$ cat config.mk
export PLATFORM = sky130hd
export DESIGN_NAME = secded_enc
export DESIGN_NICKNAME = d
export VERILOG_FILES = /design/src/ecc_pkg.sv /design/src/secded_enc.sv
export SDC_FILE = /design/constraint.sdc
export NUM_CORES = 1
export LEC_CHECK = 0
export ABC_AREA = 1
export BUFFER_PORTS_ARGS = -buffer_cell sky130_fd_sc_hd__buf_4
export CORE_MARGIN = 1
export CORE_UTILIZATION = 50
export DETAILED_ROUTE_END_ITERATION = 6
export PLACE_DENSITY_LB_ADDON = 0.25
export SLEW_MARGIN = 30
export SYNTH_ARGS = -nofsm -noshare
export SYNTH_HDL_FRONTEND = slang
export SYNTH_SLANG_ARGS = --single-unit
export TNS_END_PERCENT = 50
$ cat constraint.sdc
create_clock -name vclk -period 2.1
set_clock_uncertainty 0.1 [all_clocks]
set_input_delay 0.42 -clock vclk [all_inputs]
set_output_delay 0.42 -clock vclk [all_outputs]
set_load 0.01 [all_outputs]
$ cat src/ecc_pkg.sv
// SECDED code geometry for the protected SRAM bank
// Extended Hamming (39,32): 32 data bits, six check bits, one overall parity bit

package ecc_pkg;

  localparam int unsigned DataWidth      = 32;
  localparam int unsigned CheckWidth     = 7;  // Six Hamming bits plus overall parity
  localparam int unsigned ProtectedWidth = DataWidth + CheckWidth;
  localparam int unsigned HammingWidth   = CheckWidth - 1;

  // Codeword layout
  //   [31:0]  data
  //   [37:32] check bits, check bit i is the XOR of the data bits in mask i
  //   [38]    overall parity over bits 37..0
  //
  // Each data bit has a distinct column of mask membership. The columns are
  // all 20 weight-three patterns, all six weight-five patterns and six
  // weight-four patterns. None is a single-bit pattern, so a check-bit error
  // never aliases onto a data bit.
  localparam logic [HammingWidth-1:0][DataWidth-1:0] CheckMasks = {
    32'hDBEF_FC00,  // Mask 5
    32'hBBDF_03F0,  // Mask 4
    32'hD7B8_E38E,  // Mask 3
    32'h3774_9A6D,  // Mask 2
    32'h6EF2_555B,  // Mask 1
    32'hEDF1_2CB7   // Mask 0
  };

  // Error flag encoding
  localparam int unsigned ErrWidth       = 2;
  localparam int unsigned err_single_bit = 0;  // Corrected, data is good
  localparam int unsigned err_multi_bit  = 1;  // Uncorrectable

endpackage

$ cat src/secded_enc.sv
// SECDED encoder
// Builds a 39-bit codeword from 32 data bits

`timescale 1ns/10ps

module secded_enc (
  input  logic [ecc_pkg::DataWidth-1:0]      data_i,
  output logic [ecc_pkg::ProtectedWidth-1:0] code_o
);

  import ecc_pkg::*;

  logic [HammingWidth-1:0] checks;
  logic                    parity;

  always_comb begin : proc_checks
    for (int i = 0; i < HammingWidth; i++) begin
      checks[i] = ^(data_i & CheckMasks[i]);
    end
  end

  // Overall parity covers data and check bits
  assign parity = ^{checks, data_i};

  assign code_o = {parity, checks, data_i};

endmodule

==> results.txt <==
The setup total negative slack is -2260 ps. The yosys synthesis warning count is 0. The share of synthesized area occupied by flip-flops and latches is 0%. The post-synthesis instance area came out at 2250 um^2.

The run finished, with violations left. The worst path setup slack after routing came out at -603 ps. The transition time of the tightest slew-check pin is 263 ps. In the final design database the tool counted 591 nets. The path class of the tightest hold or removal check is input port to output port. Summed over all nets, the switching power comes to 0.881 mW. The number of clock buffers in the layout came out at 0. The critical path in this run is classified as input port to output port. The placer's final routability congestion estimate came out at 0.833.

The maximum VDD drop is 0.226 mV. Sorting the synthesized cells by area gives the leading types as sky130_fd_sc_hd__nand2_1 45%, sky130_fd_sc_hd__buf_4 12%, sky130_fd_sc_hd__nand2_2 8.3%. The diode insertion count for antenna repair came out at 0. The area share of the leading cell type in the synthesized netlist came out at 45.0%.

The number of standard cells after synthesis is 473. The top achievable clock speed came out at 0.370 GHz. The wire length per cell came out at 13.4 um.

The wire-length estimate of the detail-placed layout is 4670 um. The number of unique standard cell types used by synthesis came out at 17. Max-cap violations in this run came to 0. The number of top-level pins is 71. The data required time of the worst path came out at 1580 ps.

The largest area contributor in the synthesized netlist is sky130_fd_sc_hd__nand2_1. Global routing consumed, over all layers together, 26.3% of the routing resources. The combinational share of power is 100.0%. The sequential cell area came out at 0 um^2. The worst setup path is launched from an input port.

Entering global routing, the biggest net connects 9 pins. For this configuration, the core starts out at a cell density of 51.8%. The biggest fanout along the worst timing path is 5. The number of failing setup endpoints in the final timing report came out at 7. The number of global-route vias before repair is 2769.

The final hold slack came out at 931 ps. Dividing the final minimum period by the clock period gives 129%. The layout filler cell count is 309.

The multi-input combinational cells in the finished layout cover a total of 2260 um^2. The height of the chip is 69.1 um. The sum of overflow across all layers after global routing is 0. The placeable core region came out at 4350 um^2.

The final reports fail on negative setup slack. The mean instance size in the synthesized netlist came out at 4.76 um^2. The standard-cell row count is 24. For this block, the via count after detailed routing is 3222. For hold timing, the worst endpoint is code_o[13]. In this run the most critical hold path is launched from data_i[13].

The cell area reported after detailed placement is 2890 um^2. The power share of the clock group came out at 0%. The power density over the cells is 433 nW/um^2. The proportion of total power due to net switching is 57.3%. The leakage dissipation is 2.16 nW. For this block, the routed nets add up to 8180 um of wire.

The total number of sequential cells came out at 0. The internal portion of total power is 0.656 mW. The sequential share of power is 0%. The net count after synthesis came out at 505.

The wire length of the first global-routing pass is 10900 um. Setup repair after global routing could not meet its margin everywhere. The fraction of layout instances using a drive strength above 1 is 53.0%. The mean number of vias per cell came out at 5.29. The number of antenna violations at the first check in global routing was 0. The number of design rule violations left after detail routing came out at 0. The final design instance area without fill came out at 3550 um^2. The relative slew slack is 82.4%. The final core area utilization is 81.6%. The final number of hold-violating endpoints is 0. The die covers 4780 um^2.

After layout, the minimum clock period comes to 2700 ps. The number of stages on the worst hold path is 2. The count of buffers from port buffering is 71. The overall die width is 69.1 um. STA classifies the critical path endpoint as an output port.

The area growth from synthesis to layout came out at 57.6%. The critical path data arrival time is 2180 ps. The pre-CTS setup slack is -522 ps. The pre-antenna-repair detailed-routing pass consisted of 5 iterations. The number of max-slew violations in the final report is 0.

The detail route stage leaves a number of antenna-violating nets equal to 0. The starting DRC count in detailed routing is 244.
[per-stage QoR]
stage,total power [mW],instances
final,1.54,609
after floorplan,0.773,473
after CTS,1.27,607
after global routing,1.65,609
after global placement,1.11,600
after detailed placement,1.14,600
[power by group through the flow]
stage          Combinational (mW)  Clock (mW)  Sequential [mW]
2_1_floorplan               0.773           0                0
3_3_place_gp                 1.11           0                0
3_5_place_dp                 1.14           0                0
4_1_cts                      1.27           0                0
5_1_grt                      1.65           0                0
6_report                     1.54           0                0
[Yosys cell counts, types with 2 or more instances]
cell type,number
sky130_fd_sc_hd__inv_2,17
sky130_fd_sc_hd__buf_4,35
sky130_fd_sc_hd__xor2_1,14
sky130_fd_sc_hd__nand3_1,36
sky130_fd_sc_hd__nand2_1,270
sky130_fd_sc_hd__nand2_2,30
sky130_fd_sc_hd__nand2_4,5
sky130_fd_sc_hd__nand3b_1,2
sky130_fd_sc_hd__inv_1,40
sky130_fd_sc_hd__nand3_2,2
sky130_fd_sc_hd__nor2_1,4
sky130_fd_sc_hd__xnor2_1,12
sky130_fd_sc_hd__xor2_2,2
[area by class of cell]
type	instances	area share (%)
Timing Repair Buffer	121	27.8
Inverter	58	6.69
Multi-Input combinational cell	378	63.6
Tap cell	52	1.83
[worst max-delay path, stage by stage]
cell                      delay (ps)
sky130_fd_sc_hd__buf_8           110
sky130_fd_sc_hd__buf_4           130
sky130_fd_sc_hd__nand2_2          90
sky130_fd_sc_hd__nand2_4          70
sky130_fd_sc_hd__nand2_4         120
sky130_fd_sc_hd__nand3_1         170
sky130_fd_sc_hd__nand2_2         160
sky130_fd_sc_hd__nand2_2          80
sky130_fd_sc_hd__nand2_2          80
sky130_fd_sc_hd__nand2_1          60
sky130_fd_sc_hd__nand2_1          70
sky130_fd_sc_hd__nand2_2          50
sky130_fd_sc_hd__nand2_2         100
sky130_fd_sc_hd__nand3_1         120
sky130_fd_sc_hd__nand2_2         100
sky130_fd_sc_hd__nand2_1          50
sky130_fd_sc_hd__inv_1            40
sky130_fd_sc_hd__nor2_1           30
sky130_fd_sc_hd__buf_4           130
[repair_timing]
item                                    4_1_cts  5_1_grt
hold buffers                                  0        0
buffers inserted                              7        2
resized for setup                            91       80
endpoints found under the setup margin        7        7
pin swaps                                    58       52
[layer usage]
metal | wire (um) | share of wire [%] | up-vias | track usage, %
li1 | - | - | 1544 | -
met1 | 3100 | 38 | 1455 | 30.0
met2 | 4240 | 52 | 180 | 51.0
met3 | 508 | 6.2 | 43 | 2.78
met4 | 333 | 4.1 | 0 | 6.80
met5 | 0 | 0 | - | 0
[layout by cell type, fill, tap and decap left out, drive strengths merged]
cell / count
buf: 121
inv: 58
nand2: 305
nand3: 38
nand3b: 2
nor2: 4
or2: 1
xnor2: 12
xor2: 16
[logic make-up after synthesis]
group / synth area share [%]
AND/OR/NAND/NOR: 66.3
XOR/XNOR: 11.5
buffers and inverters: 22.2
[worst max path at each step]
stage                          start          to  slack, ps  cells after the start
after floorplan           data_i[14]  code_o[38]       -200                     20
after global placement    data_i[23]  code_o[38]       -480                     22
after detailed placement  data_i[20]  code_o[38]       -520                     22
after CTS                 data_i[20]  code_o[38]       -400                     22
after global routing      data_i[21]  code_o[38]       -710                     20
final                     data_i[21]  code_o[38]       -600                     19
(Power assumes the default switching activity.)
