**config.mk**
```make
export PLATFORM = sky130hd
export DESIGN_NAME = secded_dec
export DESIGN_NICKNAME = d
export VERILOG_FILES = /design/src/ecc_pkg.sv /design/src/secded_dec.sv
export SDC_FILE = /design/constraint.sdc
export NUM_CORES = 1
export LEC_CHECK = 0
export BUFFER_PORTS_ARGS = -buffer_cell sky130_fd_sc_hd__buf_4
export CAP_MARGIN = 20
export CORE_MARGIN = 5
export CORE_UTILIZATION = 40
export DETAILED_ROUTE_END_ITERATION = 6
export PLACE_DENSITY = 0.76
export SYNTH_ARGS = -nofsm -noshare
export SYNTH_HDL_FRONTEND = slang
export SYNTH_SLANG_ARGS = --single-unit
```
**constraint.sdc**
```tcl
create_clock -name vclk -period 3.95
set_input_delay 0.1975 -clock vclk [all_inputs]
set_output_delay 0.1975 -clock vclk [all_outputs]
set_load 0.1 [all_outputs]
```
**src/ecc_pkg.sv**
```systemverilog
// SECDED code geometry for the protected SRAM bank
// Extended Hamming (39,32): 32 data bits, six check bits, one overall parity bit

package ecc_pkg;

  localparam int unsigned DataWidth      = 32;
  localparam int unsigned CheckWidth     = 7;  // Six Hamming bits plus overall parity
  localparam int unsigned ProtectedWidth = DataWidth + CheckWidth;
  localparam int unsigned HammingWidth   = CheckWidth - 1;

  // Codeword layout
  //   [31:0]  data
  //   [37:32] check bits, check bit i is the XOR of the data bits in mask i
  //   [38]    overall parity over bits 37..0
  //
  // Each data bit has a distinct column of mask membership. The columns are
  // all 20 weight-three patterns, all six weight-five patterns and six
  // weight-four patterns. None is a single-bit pattern, so a check-bit error
  // never aliases onto a data bit.
  localparam logic [HammingWidth-1:0][DataWidth-1:0] CheckMasks = {
    32'hDBEF_FC00,  // Mask 5
    32'hBBDF_03F0,  // Mask 4
    32'hD7B8_E38E,  // Mask 3
    32'h3774_9A6D,  // Mask 2
    32'h6EF2_555B,  // Mask 1
    32'hEDF1_2CB7   // Mask 0
  };

  // Error flag encoding
  localparam int unsigned ErrWidth       = 2;
  localparam int unsigned err_single_bit = 0;  // Corrected, data is good
  localparam int unsigned err_multi_bit  = 1;  // Uncorrectable

endpackage

```
**src/secded_dec.sv**
```systemverilog
// SECDED decoder
// Corrects any single-bit error and flags double-bit errors

`timescale 1ns/10ps

module secded_dec (
  input  logic [ecc_pkg::ProtectedWidth-1:0] code_i,
  output logic [ecc_pkg::DataWidth-1:0]      data_o,
  output logic [ecc_pkg::CheckWidth-1:0]     syndrome_o,
  output logic [ecc_pkg::ErrWidth-1:0]       err_o
);

  import ecc_pkg::*;

  logic [CheckWidth-1:0] syndrome;
  logic                  parity_fail;
  logic                  check_fail;

  always_comb begin : proc_syndrome
    for (int i = 0; i < HammingWidth; i++) begin
      syndrome[i] = ^(code_i[DataWidth-1:0] & CheckMasks[i]) ^ code_i[DataWidth+i];
    end
    syndrome[CheckWidth-1] = ^code_i;  // Whole word parity, zero when intact
  end

  assign parity_fail = syndrome[CheckWidth-1];
  assign check_fail  = |syndrome[HammingWidth-1:0];

  // Odd number of flips is taken as one. A parity-only error has a zero
  // check syndrome and also lands here.
  assign err_o[err_single_bit] = parity_fail;
  assign err_o[err_multi_bit]  = check_fail && !parity_fail;

  always_comb begin : proc_correct
    logic [HammingWidth-1:0] column;
    data_o = code_i[DataWidth-1:0];
    for (int j = 0; j < DataWidth; j++) begin
      for (int i = 0; i < HammingWidth; i++) begin
        column[i] = CheckMasks[i][j];
      end
      // Check-bit errors match no data column and leave the data alone
      if (parity_fail && (column == syndrome[HammingWidth-1:0])) begin
        data_o[j] = ~code_i[j];
      end
    end
  end

  assign syndrome_o = syndrome;

endmodule

```
==> metrics.yaml, run 1 <==
outcome: "finished, final reports clean"
period_share_pct: 89.79
dp_cells: 278
grt_pass1_vias: 1453
synthDistinctLibCells: 26
vias: 1391
cp_max_fo: 11
clockBufferCount: 0
cp.arrival_ps: 3350
synth_top_cell_area_share_pct: 39.36
netlist_area_um2: 1446
wl_um: 4876
diodes: 0
end_kind: "primary output"
die_width_um: 70.13
ys_seq_area_share_pct: 0
rsz0062_at_grt: "no"
top_layer: "met3"
track_usage_pct: 19.67
synth_cells: 161
fin_nets: 273
final_max_slew_viol_count: 0
synth.avg_cell_area_um2: 8.984
vias_per_cell: 5.004
io_pins: 80
grt_overflow: 0
syn_to_final_growth_pct: 62.02
die_y_um: 70.13
wl_met2_um: 2544
fp.coreArea_um2: 3416
tightest_slew_ps: 625.5
dp.final_hpwl_um: 4317
hold_path_depth: 3
placementRows: 21
final_hold_viol_count: 0
synth_top_cell_by_area: "xnor2_1"
drt_iter0_markers: 60
period_minus_slack_ps: 3547
grt_max_degree: 12
worstSetupStartpointType: "input pin"
postCtsSetupRepairBufs: 0
synth.area.top_cells: "xnor2_1 (39%), xnor3_1 (19%), xor2_1 (11%)"
antenna_left: 0
io_buffers: 80
drc: 0
wl_per_cell_um: 17.54
yosysWarnings: 0
instances_no_fill: 278
max_freq_ghz: 0.2819
drv_cap: 0
path_class: "in2out"
cts-hold-fix-buffers: 0
gp_routability_congestion: 1.009
cts_resized: 0
synthesis.nets: 200
wl_met1_um: 2065
cp.required_ps: 3750
dr.pass1.iters: 4
slew_headroom_pct: 58.21
seq_cell_count: 0
die_area_um2: 4918
drive_gt1_share_pct: 53.45
grt_pass1_wl_um: 7838
antenna_found_initial: 0
start_util_pct: 42.34
setup_viol: 0
wl_met3_um: 267
final-seq-area_um2: 0
hold_path.class: "in2out"
==> cell families after synthesis <==
kind of cell / Yosys count / share of synthesized area [%]
and+or+nand+nor: 48 / 18.43
xor gates and xnor gates: 100 / 76.64
AOI/OAI and AO/OA: 1 / 0.4328
buffers and inverters: 12 / 4.497
==> cell type report <==
class,instances,area (um^2)
multi-input combinational,149,1674
timing repair buffer,80,600.6
fill,287,1072
inverter,3,11.26
tap,46,57.56
==> metal layers <==
layer	vias up	global-route usage (%)
li1	667	-
met1	670	26.99
met2	54	35.47
met3	0	1.435
met4	0	0.8511
met5	-	0
==> path summary, 6_finish.rpt <==
kind	startpoint	endpoint	slack [ps]
setup / recovery	code_i[13]	data_o[27]	400
hold / removal	code_i[13]	data_o[13]	780
==> synth_stat cells, types with 2 or more instances <==
library cell,instances
nor2_1,4
buf_2,3
nor3_1,2
and3_1,4
xor2_1,18
xnor3_1,12
nor2b_1,2
nand2_1,3
buf_4,4
xnor3_2,3
xnor2_1,65
and2_1,2
nand3_1,25
inv_1,2
==> through the flow <==
stage	util (%)	worst slack [ps]	TNS, ps	instance area, um^2	hold WS (ps)
2_1_floorplan	-	-302.2	-302.2	1739	718.0
3_3_place_gp	68.61	489.2	0	2344	779.5
3_5_place_dp	68.61	417.3	0	2344	785.0
4_1_cts	68.61	408.0	0	2344	785.7
5_1_grt	68.61	230.0	0	2344	790.0
6_report	68.61	403.1	0	2344	784.2
==> layout by cell type, fill, tap and decap left out, types with 3 or more instances in the layout <==
cell type,count
nand3_1,25
xnor2_1,36
xnor3_2,3
buf_4,80
xnor2_2,29
xor2_1,11
nor2_1,4
xor2_2,6
and3_1,4
nand2_1,3
xnor3_1,12
==> critical path, cell delays in order <==
cell     delay, ps
buf_4          120
xnor3_1        450
xor2_1         300
xnor3_2        560
xnor3_2        440
inv_2          130
and3_1         420
nand3_1        220
xnor2_2        190
buf_4          310
Power of run 1 is not shown: default switching activity piles up to over one toggle a cycle in this logic, so the estimate is an artifact.
==> run 2: changes to the inputs <==
==> constraint.sdc (replaced) <==
create_clock -name vclk -period 3.95
set_input_delay 0.1975 -clock vclk [all_inputs]
set_output_delay 0.1975 -clock vclk [all_outputs]
set_load 0.01 [all_outputs]
==> run 2 against run 1 <==
Against the previous run:
- count of clock-buffer cells in the layout is the same
- final area shrank 12%
- via count shrank 3.0%
- critical endpoint is now data_o[16]
- highest routed layer is now met4
- die area is the same
==> metrics.yaml, run 2 (synthesized netlist as in run 1, its figures left out) <==
die_y_um: 70.13
grt_overflow: 0
setup_tns_ps: 0
grtUsageMet1_pct: 22.05
hold_path.class: "in2out"
globalRouteMet3Util_pct: 3.156
hold_path_end: "data_o[13]"
power_per_cell_area_nw_per_um2: 700.3
period_minus_slack_ps: 3239
wl_per_cell_um: 16.09
max_freq_ghz: 0.3087
slew_headroom_pct: 55.74
final_hold_viol_count: 0
die_area_um2: 4918
final_common_cell: "buf_4"
gp_routability_congestion: 0.9474
rsz0062_at_grt: "no"
placementRows: 21
cp.arrival_ps: 3040
drive_gt1_share_pct: 37.93
cts-hold-fix-buffers: 0
vias: 1349
grt_pass1_wl_um: 7196
die_width_um: 70.13
fp.coreArea_um2: 3416
dp.final_hpwl_um: 3793
drv_cap: 0
tightest_slew_ps: 661.4
postCtsSetupRepairBufs: 0
diodes: 0
syn_to_final_growth_pct: 41.78
min-delay-start: "code_i[13]"
cp_max_fo: 11
drc: 0
cp.required_ps: 3750
slowest_stage: "xnor3_2"
antenna_left: 0
worstSetupStartpointType: "input pin"
final_cell_mix: "buf_4 (80), xnor2_1 (65), nand3_1 (25), xor2_1 (18), xnor3_1 (12)"
p_leak_nw: 0.9564
irDropWorstVdd_mv: 0.6992
hold_path_depth: 3
dr.pass1.iters: 4
final_cell_area_um2: 2051
outcome: "finished, final reports clean"
cts_resized: 0
track_usage_pct: 17.49
end_kind: "primary output"
cp_cell_sequence: "buf_4, xnor3_1, xor2_1, xnor3_2, xnor3_2, inv_2, and3_1, nand3_1, xnor2_1, buf_4"
period_share_pct: 82.01
met2_usage_pct: 32.11
final-seq-area_um2: 0
vias_per_cell: 4.853
start_util_pct: 42.34
placed_area_um2: 2051
path_class: "in2out"
antenna_found_initial: 0
busiest_layer: "met2"
slowest_delay_ps: 510
grt_pass1_vias: 1442
io_pins: 80
io_buffers: 80
clockBufferCount: 0
drt_iter0_markers: 60
setup_viol: 0
wl_um: 4472
final_max_slew_viol_count: 0
grt_max_degree: 12
seq_cell_count: 0
fin_nets: 273
-- run 2: metrics by stage --
stage | util, % | worst slack, ps | instances | total power (W) | hold WS [ps]
3_5_place_dp | 60.04 | 733.1 | 278 | 0.001428 | 681.2
5_1_grt | 60.04 | 571.7 | 278 | 0.001554 | 696.2
6_report | 60.04 | 710.6 | 278 | 0.001436 | 680.6
3_3_place_gp | 60.04 | 774.7 | 278 | 0.001424 | 675.6
2_1_floorplan | - | 1196 | 161 | 0.0009866 | 475.1
4_1_cts | 60.04 | 737.9 | 278 | 0.001435 | 681.3
-- run 2: how the worst max path moves through the flow --
stage                             to  startpoint  slack [ps]
after detailed placement  data_o[16]  code_i[13]         730
final                     data_o[16]  code_i[13]         710
after CTS                 data_o[16]  code_i[13]         740
after floorplan            data_o[2]  code_i[31]        1200
after global placement    data_o[17]  code_i[13]         770
after global routing      data_o[25]  code_i[13]         570
-- run 2: power by group --
| group | internal [W] | total, W | switching (W) |
|---|---|---|---|
| combinational | 0.000594 | 0.00144 | 0.000842 |
| sequential | 0 | 0 | 0 |
| clock | 0 | 0 | 0 |
| total | 0.000594 | 0.00144 | 0.000842 |
-- run 2: worst max-delay path, delay by kind of cell --
kind	cells	cell delay [ps]
xor gates and xnor gates	5	1820
buffers and inverters	3	410
and+or+nand+nor	2	600
-- run 2: routing by layer --
metal,share of wire (%),wire length [um]
met2,49,2213
met5,0,0
met3,9.1,408
met4,0.51,23
met1,41,1826
-- run 2: area by class of cell --
type	count	area, um^2
tap	46	57.56
fill	314	1365
multi-input combinational	149	1381
inverter	3	11.26
timing repair buffer	80	600.6
Note: power is estimated with default switching activity, not from simulation.
==> run 3: changes to the inputs <==
Settings changed: PLACE_DENSITY 0.76 to 0.79.
Clock period 3.95 ns to 2.6 ns, I/O delays scaled along.
==> run 3 against run 2 <==
Against the previous run:
- the run now ends with setup timing left
- worst setup slack worse by 940 ps
- combinational power rose to 2.8 times the previous value
- total power rose to 2.8 times the previous value
- worst hold slack worse by 120 ps
- die area unchanged
- cell count up 18%
- highest routed layer unchanged
==> metrics.yaml, run 3 (synthesized netlist as in run 1, its figures left out) <==
final-seq-area_um2: 0
drc: 0
die_area_um2: 4918
crit_top_cell: "xnor2_1"
path_class: "in2out"
start_util_pct: 42.34
die_y_um: 70.13
final_util_pct: 84.91
tightest_slew_ps: 412.7
cp.required_ps: 2470
dp_cells: 319
period_minus_slack_ps: 2831
worstSetupStartpointType: "input pin"
grt_overflow: 0
final_common_cell: "buf_4"
rsz0062_at_grt: "yes"
antenna_left: 0
instances_no_fill: 328
syn_to_final_growth_pct: 100.5
p_leak_nw: 1.379
setup_ws_ps: -230.9
period_share_pct: 108.9
slew_headroom_pct: 72.35
fin_nets: 323
drv_cap: 0
fp.coreArea_um2: 3416
track_usage_pct: 19.53
grt_pass1_wl_um: 7879
drt_iter0_markers: 124
final_cell_mix: "buf_4 (118), xnor2_1 (45), xnor2_2 (21), xor2_1 (14)"
gp_routability_congestion: 0.8465
dr.pass1.iters: 4
final_max_slew_viol_count: 0
antenna_found_initial: 0
hold_path.class: "in2out"
grt_pass1_vias: 1620
slowest_delay_ps: 530
irDropWorstVdd_mv: 1.240
cp_cell_sequence: "buf_4, xnor2_1, xnor3_1, xnor2_1, xnor2_2, nor3_4, buf_6, nand3_2, xnor2_1, buf_4"
clockBufferCount: 0
placementRows: 21
vias: 1668
grt_max_degree: 12
failed_checks: "setup timing"
end_kind: "primary output"
final_hold_viol_count: 0
outcome: "complete, but fails checks"
io_buffers: 80
wl_um: 6739
cp_max_fo: 7
max_freq_ghz: 0.3533
wl_per_cell_um: 20.55
io_pins: 80
seq_cell_count: 0
power_per_cell_area_nw_per_um2: 1380
diodes: 0
die_width_um: 70.13
cp.arrival_ps: 2700
cts-hold-fix-buffers: 0
setup_viol: 31
dp.final_hpwl_um: 4246
vias_per_cell: 5.085
slowest_stage: "xnor3_1"
drive_gt1_share_pct: 67.73
[run 3: metrics by stage]
step           total power [W]  instance area [um^2]  setup WS, ps  setup TNS, ps  hold slack [ps]
5_1_grt               0.004170                  2900        -253.5          -4307            562.2
4_1_cts               0.003030                  2470        -15.45         -32.65            551.9
6_report              0.004001                  2900        -230.9          -2761            555.9
2_1_floorplan         0.001510                  1454        -15.67         -42.31            340.1
3_5_place_dp          0.002940                  2391        -153.1          -2337            551.2
3_3_place_gp          0.002918                  2391        -65.49         -775.5            542.3
[run 3: routing by layer]
layer / up-vias / routed length [um] / track usage (%)
li1: 771 / - / -
met1: 805 / 2685 / 24.63
met2: 74 / 3438 / 37.15
met3: 18 / 429 / 1.722
met4: 0 / 184 / 1.489
met5: - / 0 / 0
[run 3: worst paths after layout]
check  startpoint          to  slack [ps]  cells after the start
max    code_i[22]  data_o[14]        -230                     10
min    code_i[17]  data_o[17]         560                      3
[run 3: where the power goes]
group	internal [W]	switching, W
clock network	0	0
logic	0.00192	0.00208
registers	0	0
total	0.00192	0.00208
[run 3: cell type report]
| cell class | count | area [um^2] |
|---|---|---|
| Fill cell | 191 | 515.5 |
| Multi-Input combinational cell | 149 | 1775 |
| Timing Repair Buffer | 130 | 1056 |
| Tap cell | 46 | 57.56 |
| Inverter | 3 | 11.26 |
[run 3: timing repair]
item | in CTS | in global routing
pin swaps | 8 | 22
gates cloned | 0 | 1
gates resized for setup | 10 | 65
setup endpoints to repair | 30 | 32
buffers inserted | 3 | 6
[run 3: worst max-delay path, delay by kind of cell]
kind | cells | cell delay (ps)
buf+inv | 3 | 500
xor+xnor | 5 | 1680
simple gates | 2 | 370
