===== src/ecc_pkg.sv =====
// SECDED code geometry for the protected SRAM bank
// Extended Hamming (39,32): 32 data bits, six check bits, one overall parity bit

package ecc_pkg;

  localparam int unsigned DataWidth      = 32;
  localparam int unsigned CheckWidth     = 7;  // Six Hamming bits plus overall parity
  localparam int unsigned ProtectedWidth = DataWidth + CheckWidth;
  localparam int unsigned HammingWidth   = CheckWidth - 1;

  // Codeword layout
  //   [31:0]  data
  //   [37:32] check bits, check bit i is the XOR of the data bits in mask i
  //   [38]    overall parity over bits 37..0
  //
  // Each data bit has a distinct column of mask membership. The columns are
  // all 20 weight-three patterns, all six weight-five patterns and six
  // weight-four patterns. None is a single-bit pattern, so a check-bit error
  // never aliases onto a data bit.
  localparam logic [HammingWidth-1:0][DataWidth-1:0] CheckMasks = {
    32'hDBEF_FC00,  // Mask 5
    32'hBBDF_03F0,  // Mask 4
    32'hD7B8_E38E,  // Mask 3
    32'h3774_9A6D,  // Mask 2
    32'h6EF2_555B,  // Mask 1
    32'hEDF1_2CB7   // Mask 0
  };

  // Error flag encoding
  localparam int unsigned ErrWidth       = 2;
  localparam int unsigned err_single_bit = 0;  // Corrected, data is good
  localparam int unsigned err_multi_bit  = 1;  // Uncorrectable

endpackage


===== src/mem_pkg.sv =====
// Bus and bank constants for the ECC SRAM wrapper
// Byte-addressed 32-bit word bus, word-addressed bank

package mem_pkg;

  localparam int unsigned ByteWidth       = 8;
  localparam int unsigned BeWidth         = 4;   // One enable per byte lane
  localparam int unsigned BusAddrWidth    = 32;  // Byte address on the bus

  // Byte offset bits dropped to get the word address
  localparam int unsigned WordOffset      = $clog2(BeWidth);

  localparam int unsigned DefaultBankSize = 256;  // Words

endpackage


===== src/ecc_scrubber.sv =====
// Background ECC scrubber
// Uses idle bank cycles to read each word and writes back single-error fixes
// Bus traffic always wins and passes straight to the bank

`timescale 1ns/10ps

module ecc_scrubber #(
  parameter  int unsigned BankSize  = mem_pkg::DefaultBankSize,
  localparam int unsigned AddrWidth = $clog2(BankSize)
) (
  input  logic                               clk_i,
  input  logic                               rst_ni,
  input  logic                               scrub_trigger_i,
  output logic                               bit_corrected_o,

  input  logic                               intc_req_i,
  input  logic                               intc_we_i,
  input  logic [AddrWidth-1:0]               intc_addr_i,
  input  logic [ecc_pkg::ProtectedWidth-1:0] intc_wdata_i,
  output logic [ecc_pkg::ProtectedWidth-1:0] intc_rdata_o,

  output logic                               bank_req_o,
  output logic                               bank_we_o,
  output logic [AddrWidth-1:0]               bank_addr_o,
  output logic [ecc_pkg::ProtectedWidth-1:0] bank_wdata_o,
  input  logic [ecc_pkg::ProtectedWidth-1:0] bank_rdata_i
);

  import ecc_pkg::*;

  typedef enum logic [1:0] {
    ScrubIdle,
    ScrubRead,  // Waiting for a free bank cycle to read
    ScrubFix    // Decoding the word read last cycle
  } scrub_state_e;

  scrub_state_e state_d, state_q;

  logic [AddrWidth-1:0]      addr_d, addr_q;
  logic                      scrub_req;
  logic                      scrub_we;
  logic [DataWidth-1:0]      fixed_data;
  logic [ProtectedWidth-1:0] fixed_code;
  logic [ErrWidth-1:0]       err;

  secded_dec i_dec (
    .code_i     (bank_rdata_i),
    .data_o     (fixed_data),
    .syndrome_o (),
    .err_o      (err)
  );

  secded_enc i_enc (
    .data_i (fixed_data),
    .code_o (fixed_code)
  );

  always_comb begin : proc_scrub_fsm
    state_d         = state_q;
    addr_d          = addr_q;
    scrub_req       = 1'b0;
    scrub_we        = 1'b0;
    bit_corrected_o = 1'b0;
    case (state_q)
      ScrubIdle: begin
        if (scrub_trigger_i) begin
          state_d = ScrubRead;
        end
      end
      ScrubRead: begin
        if (!scrub_trigger_i) begin
          state_d = ScrubIdle;
        end else if (!intc_req_i) begin
          scrub_req = 1'b1;
          state_d   = ScrubFix;
        end
      end
      ScrubFix: begin
        state_d = scrub_trigger_i ? ScrubRead : ScrubIdle;
        if (err[err_single_bit]) begin
          // Busy bus means the fix is dropped and the word read again
          if (!intc_req_i) begin
            scrub_req       = 1'b1;
            scrub_we        = 1'b1;
            bit_corrected_o = 1'b1;
            addr_d          = addr_q + 1'b1;
          end
        end else begin
          addr_d = addr_q + 1'b1;  // Clean, or beyond repair
        end
      end
      default: state_d = ScrubIdle;
    endcase
  end

  always_ff @(posedge clk_i or negedge rst_ni) begin : proc_scrub_ff
    if (!rst_ni) begin
      state_q <= ScrubIdle;
      addr_q  <= '0;
    end else begin
      state_q <= state_d;
      addr_q  <= addr_d;  // Wraps at BankSize
    end
  end

  assign bank_req_o   = intc_req_i | scrub_req;
  assign bank_we_o    = intc_req_i ? intc_we_i : scrub_we;
  assign bank_addr_o  = intc_req_i ? intc_addr_i : addr_q;
  assign bank_wdata_o = scrub_we ? fixed_code : intc_wdata_i;
  assign intc_rdata_o = bank_rdata_i;

endmodule


===== src/secded_dec.sv =====
// SECDED decoder
// Corrects any single-bit error and flags double-bit errors

`timescale 1ns/10ps

module secded_dec (
  input  logic [ecc_pkg::ProtectedWidth-1:0] code_i,
  output logic [ecc_pkg::DataWidth-1:0]      data_o,
  output logic [ecc_pkg::CheckWidth-1:0]     syndrome_o,
  output logic [ecc_pkg::ErrWidth-1:0]       err_o
);

  import ecc_pkg::*;

  logic [CheckWidth-1:0] syndrome;
  logic                  parity_fail;
  logic                  check_fail;

  always_comb begin : proc_syndrome
    for (int i = 0; i < HammingWidth; i++) begin
      syndrome[i] = ^(code_i[DataWidth-1:0] & CheckMasks[i]) ^ code_i[DataWidth+i];
    end
    syndrome[CheckWidth-1] = ^code_i;  // Whole word parity, zero when intact
  end

  assign parity_fail = syndrome[CheckWidth-1];
  assign check_fail  = |syndrome[HammingWidth-1:0];

  // Odd number of flips is taken as one. A parity-only error has a zero
  // check syndrome and also lands here.
  assign err_o[err_single_bit] = parity_fail;
  assign err_o[err_multi_bit]  = check_fail && !parity_fail;

  always_comb begin : proc_correct
    logic [HammingWidth-1:0] column;
    data_o = code_i[DataWidth-1:0];
    for (int j = 0; j < DataWidth; j++) begin
      for (int i = 0; i < HammingWidth; i++) begin
        column[i] = CheckMasks[i][j];
      end
      // Check-bit errors match no data column and leave the data alone
      if (parity_fail && (column == syndrome[HammingWidth-1:0])) begin
        data_o[j] = ~code_i[j];
      end
    end
  end

  assign syndrome_o = syndrome;

endmodule


===== src/secded_enc.sv =====
// SECDED encoder
// Builds a 39-bit codeword from 32 data bits

`timescale 1ns/10ps

module secded_enc (
  input  logic [ecc_pkg::DataWidth-1:0]      data_i,
  output logic [ecc_pkg::ProtectedWidth-1:0] code_o
);

  import ecc_pkg::*;

  logic [HammingWidth-1:0] checks;
  logic                    parity;

  always_comb begin : proc_checks
    for (int i = 0; i < HammingWidth; i++) begin
      checks[i] = ^(data_i & CheckMasks[i]);
    end
  end

  // Overall parity covers data and check bits
  assign parity = ^{checks, data_i};

  assign code_o = {parity, checks, data_i};

endmodule


===== config.mk =====
export PLATFORM = sky130hd
export DESIGN_NAME = ecc_scrubber
export DESIGN_NICKNAME = d
export VERILOG_FILES = /design/src/ecc_pkg.sv /design/src/mem_pkg.sv /design/src/ecc_scrubber.sv /design/src/secded_dec.sv /design/src/secded_enc.sv
export SDC_FILE = /design/constraint.sdc
export NUM_CORES = 1
export LEC_CHECK = 0
export BUFFER_PORTS_ARGS = -buffer_cell sky130_fd_sc_hd__buf_2
export CAP_MARGIN = 20
export CORE_UTILIZATION = 49
export DETAILED_ROUTE_END_ITERATION = 16
export PLACE_DENSITY_LB_ADDON = 0.2
export SLEW_MARGIN = 10
export SYNTH_ARGS = -nofsm -noshare
export SYNTH_HDL_FRONTEND = slang
export SYNTH_SLANG_ARGS = --single-unit

===== constraint.sdc =====
create_clock -name clk_i -period 4.67 [get_ports clk_i]
set_input_delay 0.2335 -clock clk_i [delete_from_list [all_inputs] [get_ports clk_i]]
set_output_delay 0.2335 -clock clk_i [all_outputs]
set_load 0.02 [all_outputs]

==> run_results.csv, run 1 <==
group,metric,value,unit
status,run_status,"completed",
worst_setup_path,crit_start,"bank_rdata_i[22]",
synth,ys_ff_latch,10,
grt,grt_pass1_wl,19.2,mm
synth,synth_commonest_cells,"xnor2_1, nand2_1, buf_4, o21ai_0, xor2_1",
synth,netlist-cell-type-count,46,
sta,final.min_clock_period,4.53,ns
die,die_w,91.0,µm
worst_setup_path,r2r_cells,7,
worst_hold_path,hp-start,"scrub_trigger_i",
clock_network,cts_root_buf,"clkbuf_8",
detailed_routing,routed_wl,12.3,mm
worst_hold_path,worstHoldEndpoint,"state_q[1]$_DFFE_PN0P_",
synth,yosysTopAreaCell,"xnor2_1",
synth,yosys-top-cells-area,"xnor2_1, xnor3_1, buf_4",
cells_and_area,nets,751,
pwr,p_clk_share,2.1,%
pwr,switching_share,47.4,%
detailed_routing,wire_per_inst,16.3,µm
worst_setup_path,r2r-end,"addr_q[7]$_DFFE_PN0P_",
grt,grt_max_degree,50,
clock_network,htreeDepth,1,
clock_network,numClockSinks,10,
clock_network,cts_buffers,3,
worst_setup_path,reg2reg_slack,2.99,ns
clock_network,clk_path_buf_depth,2,
clock_network,clk_pin_slew,0.04,ns
synth,ys_warn_count,0,
cells_and_area,instances_no_fill,755,
synth,synth_top_area_share,22.1,%
die,die_y,91.0,µm
sta,timing.fmax,221,MHz
cells_and_area,multi_input_area,3410,µm²
detailed_routing,antenna_left,0,
synth,syn_avg_cell_area,8.55,µm²
synth,synthesis.nets,550,
worst_setup_path,cp_max_fo,12,
synth,ys_seq_area_share,6.45,%
synth,netlist_area,3880,µm²
sta,rsz0062_at_grt,"yes",
worst_setup_path,cp.arrival,4.30,ns
sta,max_slew_margin,66.1,%
cells_and_area,areaGrowthSynthToFinish,37.7,%
clock_network,tritoncts,"yes",
grt,antenna_found_initial,0,
detailed_routing,firstDrtPassIters,4,
pwr,internal_power,0.00220,W
die,start_util,50.5,%
grt,grt_pass1_vias,3705,
die,rows,32,
grt,grt-ovfl-total,0,
worst_setup_path,reg2reg_from,"state_q[0]$_DFFE_PN0P_",
detailed_routing,vias,3828,
die,die-area,8280,µm²
synth,synthFlopType,"dfrtp_1",
sta,worst_slew_pin_slew,0.505,ns
sta,final-hold-violation-count,0,
pwr,pwr-share-comb,94.8,%
worst_setup_path,required,4.44,ns
worst_setup_path,end_kind,"output port",
flow_run,drv_cap,0,
grt,grt_use_total,29.8,%
sta,setup_viol,0,
placed_design,placed_cells,744,
cells_and_area,final.fill_count,675,
pwr,ir_worst_vdd,0.540,mV
synth,syn_inst,454,
worst_setup_path,cp-start-kind,"input pin",
placed_design,place_congestion,0.955,
worst_setup_path,critPathKind,"in2out",
die,coreArea,7690,µm²
sta,clock_skew,0.00385,ns
placed_design,dp_hpwl,10.4,mm
cells_and_area,n_antenna_cell,0,
cells_and_area,seq_area,250,µm²
die,io_pins,180,
detailed_routing,drtIter0Drc,161,
pwr,power_density,781,nW/µm²
clock_network,clock_latency,0.24,ns
pwr,leakagePower,2.73,nW
sta,period_share,97.1,%
worst_hold_path,hp-class,"in2reg",
detailed_routing,route.detailed.drc,0,
synth,synthArstFlopShare,100,%
sta,drv_slew,0,
placed_design,port_buffers,179,
worst_hold_path,hold_depth,3,
pwr,p_seq_share,3.1,%
sta,hold_ws,0.348,ns
synth,synth_edf_count,0,
synth,yosysMostFrequentCell,"xnor2_1",
cells_and_area,drive_above_1_share,48.4,%
detailed_routing,vias_per_cell,5.07,
pwr,power.switching,0.00198,W
==> registers in the layout, summed over array words and instances (netlist names) <==
register and count:
state_q 2, addr_q 8
==> logic make-up (layout without fill, tap and decap cells) <==
kind of cell    after synthesis  in the layout  share of synthesized area, %
compound gates               53             53                          7.48
xor+xnor                    172            172                          54.2
fa+ha+maj                     5              5                          1.61
buf+inv                      67            266                          10.8
flops                        10             10                          6.45
mux                          10             10                          2.87
simple gates                137            137                          16.6
==> worst max-delay path: stages <==
cell and delay [ns]:
buf_2 0.12, xnor3_2 0.39, xnor3_2 0.47, xnor3_1 0.35, xnor3_2 0.26, buf_6 0.16
nand3_2 0.11, buf_4 0.15, nor3_1 0.18, xnor2_1 0.19, xnor3_1 0.29, xnor3_1 0.39
xnor3_1 0.21, xor3_1 0.34, mux2_2 0.27, buf_2 0.16
==> timing repair <==
| item | in CTS | in global routing |
|---|---|---|
| buffers inserted | 0 | 7 |
| endpoints found under the setup margin | 1 | 1 |
| resized for setup | 2 | 32 |
| hold endpoints to repair | 10 | 0 |
| pin swaps | 1 | 7 |
| hold buffers | 1 | 0 |
==> cell type report <==
class / count / share of cell area [%]
clock buffer: 3 / 0.772
inverter: 5 / 0.351
multi-input combinational: 377 / 63.8
sequential: 10 / 4.68
tap: 102 / 2.39
timing repair buffer: 258 / 28.0
==> how the worst max path moves through the flow <==
stage	slack (ns)	end
5_1_grt	-0.03	bank_wdata_o[38]
2_1_floorplan	0.30	bank_wdata_o[38]
3_5_place_dp	-0.14	bank_wdata_o[38]
6_report	0.14	bank_wdata_o[38]
4_1_cts	0.007	bank_wdata_o[38]
3_3_place_gp	-0.20	bank_wdata_o[38]
==> cell usage in the layout, fill, tap and decap left out, types with 10 or more instances in the layout <==
| cell | instances |
|---|---|
| nor2_1 | 17 |
| buf_2 | 179 |
| xnor2_2 | 13 |
| nor3_1 | 17 |
| buf_4 | 77 |
| xnor2_1 | 88 |
| xnor3_1 | 23 |
| dfrtp_1 | 10 |
| nand2_1 | 69 |
| xor2_1 | 24 |
| o21ai_0 | 39 |
==> layer usage <==
layer  up-vias  part of all wire, %  track usage, %
met1      1770                   43            39.2
met5         -                    0               0
met2       164                   48            52.7
met3        21                  6.1            1.68
li1       1873                    -               -
met4         0                  2.7            9.13
==> metrics by stage <==
stage	instance area [µm²]	total power, W	utilization, %	TNS [ns]	setup slack [ns]
2_1_floorplan	3880	0.00261	-	0	0.305
4_1_cts	5100	0.00391	66.4	0	0.00698
3_3_place_gp	5040	0.00379	65.5	-0.203	-0.203
6_report	5350	0.00418	69.5	0	0.136
5_1_grt	5350	0.00446	69.5	-0.0303	-0.0303
3_5_place_dp	5040	0.00380	65.5	-0.144	-0.144
==> power groups by stage <==
stage / Combinational (W) / Clock (W) / Sequential, W
3_5_place_dp: 0.00367 / 0 / 0.000129
4_1_cts: 0.00369 / 0.0000886 / 0.000128
6_report: 0.00396 / 0.0000878 / 0.000128
2_1_floorplan: 0.00248 / 0 / 0.000124
5_1_grt: 0.00423 / 0.0000929 / 0.000132
3_3_place_gp: 0.00366 / 0 / 0.000127
(Power assumes the default switching activity.)
==> run 2, diff against run 1 <==
Settings changed: CORE_ASPECT_RATIO from default to 1.25.
==> run_results.csv, run 2 (synthesis gave the netlist of run 1 again) <==
group,metric,value,unit
cells_and_area,nets,771,
clock_network,tritoncts,"yes",
die,io_pins,180,
placed_design,place_congestion,0.944,
worst_setup_path,cp_max_fo,5,
sta,worst_slew_pin_slew,0.539,ns
worst_setup_path,cp-start-kind,"input pin",
detailed_routing,drtIter0Drc,135,
sta,max_slew_margin,63.8,%
grt,grt_max_degree,56,
clock_network,cts_buffers,3,
cells_and_area,mostFrequentLayoutCell,"buf_2",
worst_hold_path,hp-class,"in2reg",
cells_and_area,largest_reg_flops,8,
clock_network,clk_pin_slew,0.05,ns
detailed_routing,firstDrtPassIters,4,
sta,setup_viol,0,
die,die-area,8290,µm²
placed_design,dp_hpwl,10.7,mm
clock_network,cts_root_buf,"clkbuf_8",
die,coreArea,7530,µm²
clock_network,clock_latency,0.24,ns
sta,period_share,99.7,%
worst_setup_path,cp.arrival,4.42,ns
sta,drv_slew,0,
worst_setup_path,critPathKind,"in2out",
clock_network,clk_path_buf_depth,2,
detailed_routing,antenna_left,0,
worst_setup_path,r2r-end,"addr_q[7]$_DFFE_PN0P_",
grt,grt-ovfl-total,0,
worst_setup_path,reg2reg_slack,2.96,ns
pwr,p_clk_share,2.4,%
die,die_y,102,µm
grt,grt_pass1_wl,18.6,mm
clock_network,htreeDepth,1,
pwr,power_density,823,nW/µm²
status,run_status,"completed",
detailed_routing,wire_per_inst,16.7,µm
pwr,ir_worst_vdd,0.513,mV
pwr,p_seq_share,2.8,%
die,die_w,81.6,µm
cells_and_area,reg_top3,"addr_q: 8 flops, state_q: 2 flops",
sta,rsz0062_at_grt,"yes",
sta,final-hold-violation-count,0,
cells_and_area,n_antenna_cell,0,
cells_and_area,largest-register,"addr_q",
cells_and_area,mostFrequentLayoutCells,"buf_2, buf_4, xnor2_1",
cells_and_area,final_util,73.3,%
worst_setup_path,required,4.44,ns
grt,antenna_found_initial,0,
worst_setup_path,reg2reg_from,"state_q[0]$_DFFE_PN0P_",
detailed_routing,vias,3906,
detailed_routing,routed_wl,12.8,mm
pwr,leakagePower,2.85,nW
placed_design,port_buffers,179,
sta,timing.fmax,215,MHz
detailed_routing,route.detailed.drc,0,
grt,grt_use_total,30.4,%
worst_setup_path,critPathCapture,"bank_wdata_o[38]",
pwr,internal_power,0.00246,W
die,rows,35,
worst_setup_path,r2r_cells,7,
sta,clock_skew,0.00294,ns
cells_and_area,drive_above_1_share,50.3,%
sta,final.min_clock_period,4.66,ns
cells_and_area,areaGrowthSynthToFinish,42.2,%
worst_setup_path,end_kind,"output port",
pwr,power.switching,0.00208,W
detailed_routing,vias_per_cell,5.10,
placed_design,dpl-instance-area,5070,µm²
pwr,switching_share,45.7,%
worst_hold_path,hold_depth,3,
worst_setup_path,crit_start,"bank_rdata_i[31]",
flow_run,drv_cap,0,
sta,hold_ws,0.337,ns
cells_and_area,final_cell_area,5520,µm²
clock_network,numClockSinks,10,
pwr,pwr-share-comb,94.8,%
grt,grt_pass1_vias,3615,
die,start_util,51.5,%
[run 2: cell type report]
| class | count | area [µm²] |
|---|---|---|
| Fill cell | 612 | 2010 |
| Inverter | 5 | 18.8 |
| Sequential cell | 10 | 250 |
| Clock buffer | 4 | 55.1 |
| Multi-Input combinational cell | 377 | 3430 |
| Timing Repair Buffer | 278 | 1650 |
| Tap cell | 92 | 115 |
[run 2: repair_timing]
action,CTS,global route
gates resized for setup,5,33
endpoints found under the hold margin,10,0
buffers inserted,8,13
setup endpoints to repair,1,1
pin swaps,3,23
hold buffers,1,0
[run 2: layer usage]
metal	routed length, µm	global-route usage, %	vias up
met3	711	2.07	22
met1	5000	36.1	1807
li1	-	-	1918
met5	0	0	-
met4	373	11.6	0
met2	6710	56.2	159
[run 2: through the flow]
stage,setup TNS [ns],cells,setup slack [ns],power (W)
2_1_floorplan,0,454,0.305,0.00261
3_3_place_gp,-0.00169,740,-0.00169,0.00390
3_5_place_dp,-0.133,740,-0.133,0.00389
4_1_cts,0,753,0.00816,0.00414
5_1_grt,-0.124,766,-0.124,0.00486
6_report,0,766,0.0139,0.00454
[run 2: worst max-delay path, cell delays in order]
cell and delay [ns]:
buf_2 0.11, buf_4 0.16, xnor2_4 0.14, xnor3_2 0.45, xnor3_1 0.35, xnor3_2 0.28, nand3b_1 0.14, buf_4 0.17
buf_4 0.14, buf_4 0.15, nor4_2 0.24, xnor2_2 0.22, xnor2_1 0.18, xnor2_1 0.18, xnor3_1 0.46, xor3_1 0.36
mux2_2 0.28, buf_4 0.16
[run 2: worst min path at each step]
stage / from / endpoint / slack (ns)
after detailed placement: rst_ni / addr_q[5]$_DFFE_PN0P_ / 0.10
after CTS: scrub_trigger_i / state_q[1]$_DFFE_PN0P_ / 0.33
after global routing: scrub_trigger_i / state_q[1]$_DFFE_PN0P_ / 0.37
after global placement: rst_ni / addr_q[6]$_DFFE_PN0P_ / 0.10
final: scrub_trigger_i / state_q[1]$_DFFE_PN0P_ / 0.34
after floorplan: rst_ni / addr_q[0]$_DFFE_PN0P_ / -0.06
[run 2: power by group through the flow]
stage	Clock (W)	Combinational (W)	Sequential, W
5_1_grt	0.000114	0.00462	0.000131
6_report	0.000108	0.00431	0.000128
3_5_place_dp	0	0.00376	0.000130
2_1_floorplan	0	0.00248	0.000124
3_3_place_gp	0	0.00377	0.000127
4_1_cts	0.000109	0.00391	0.000128
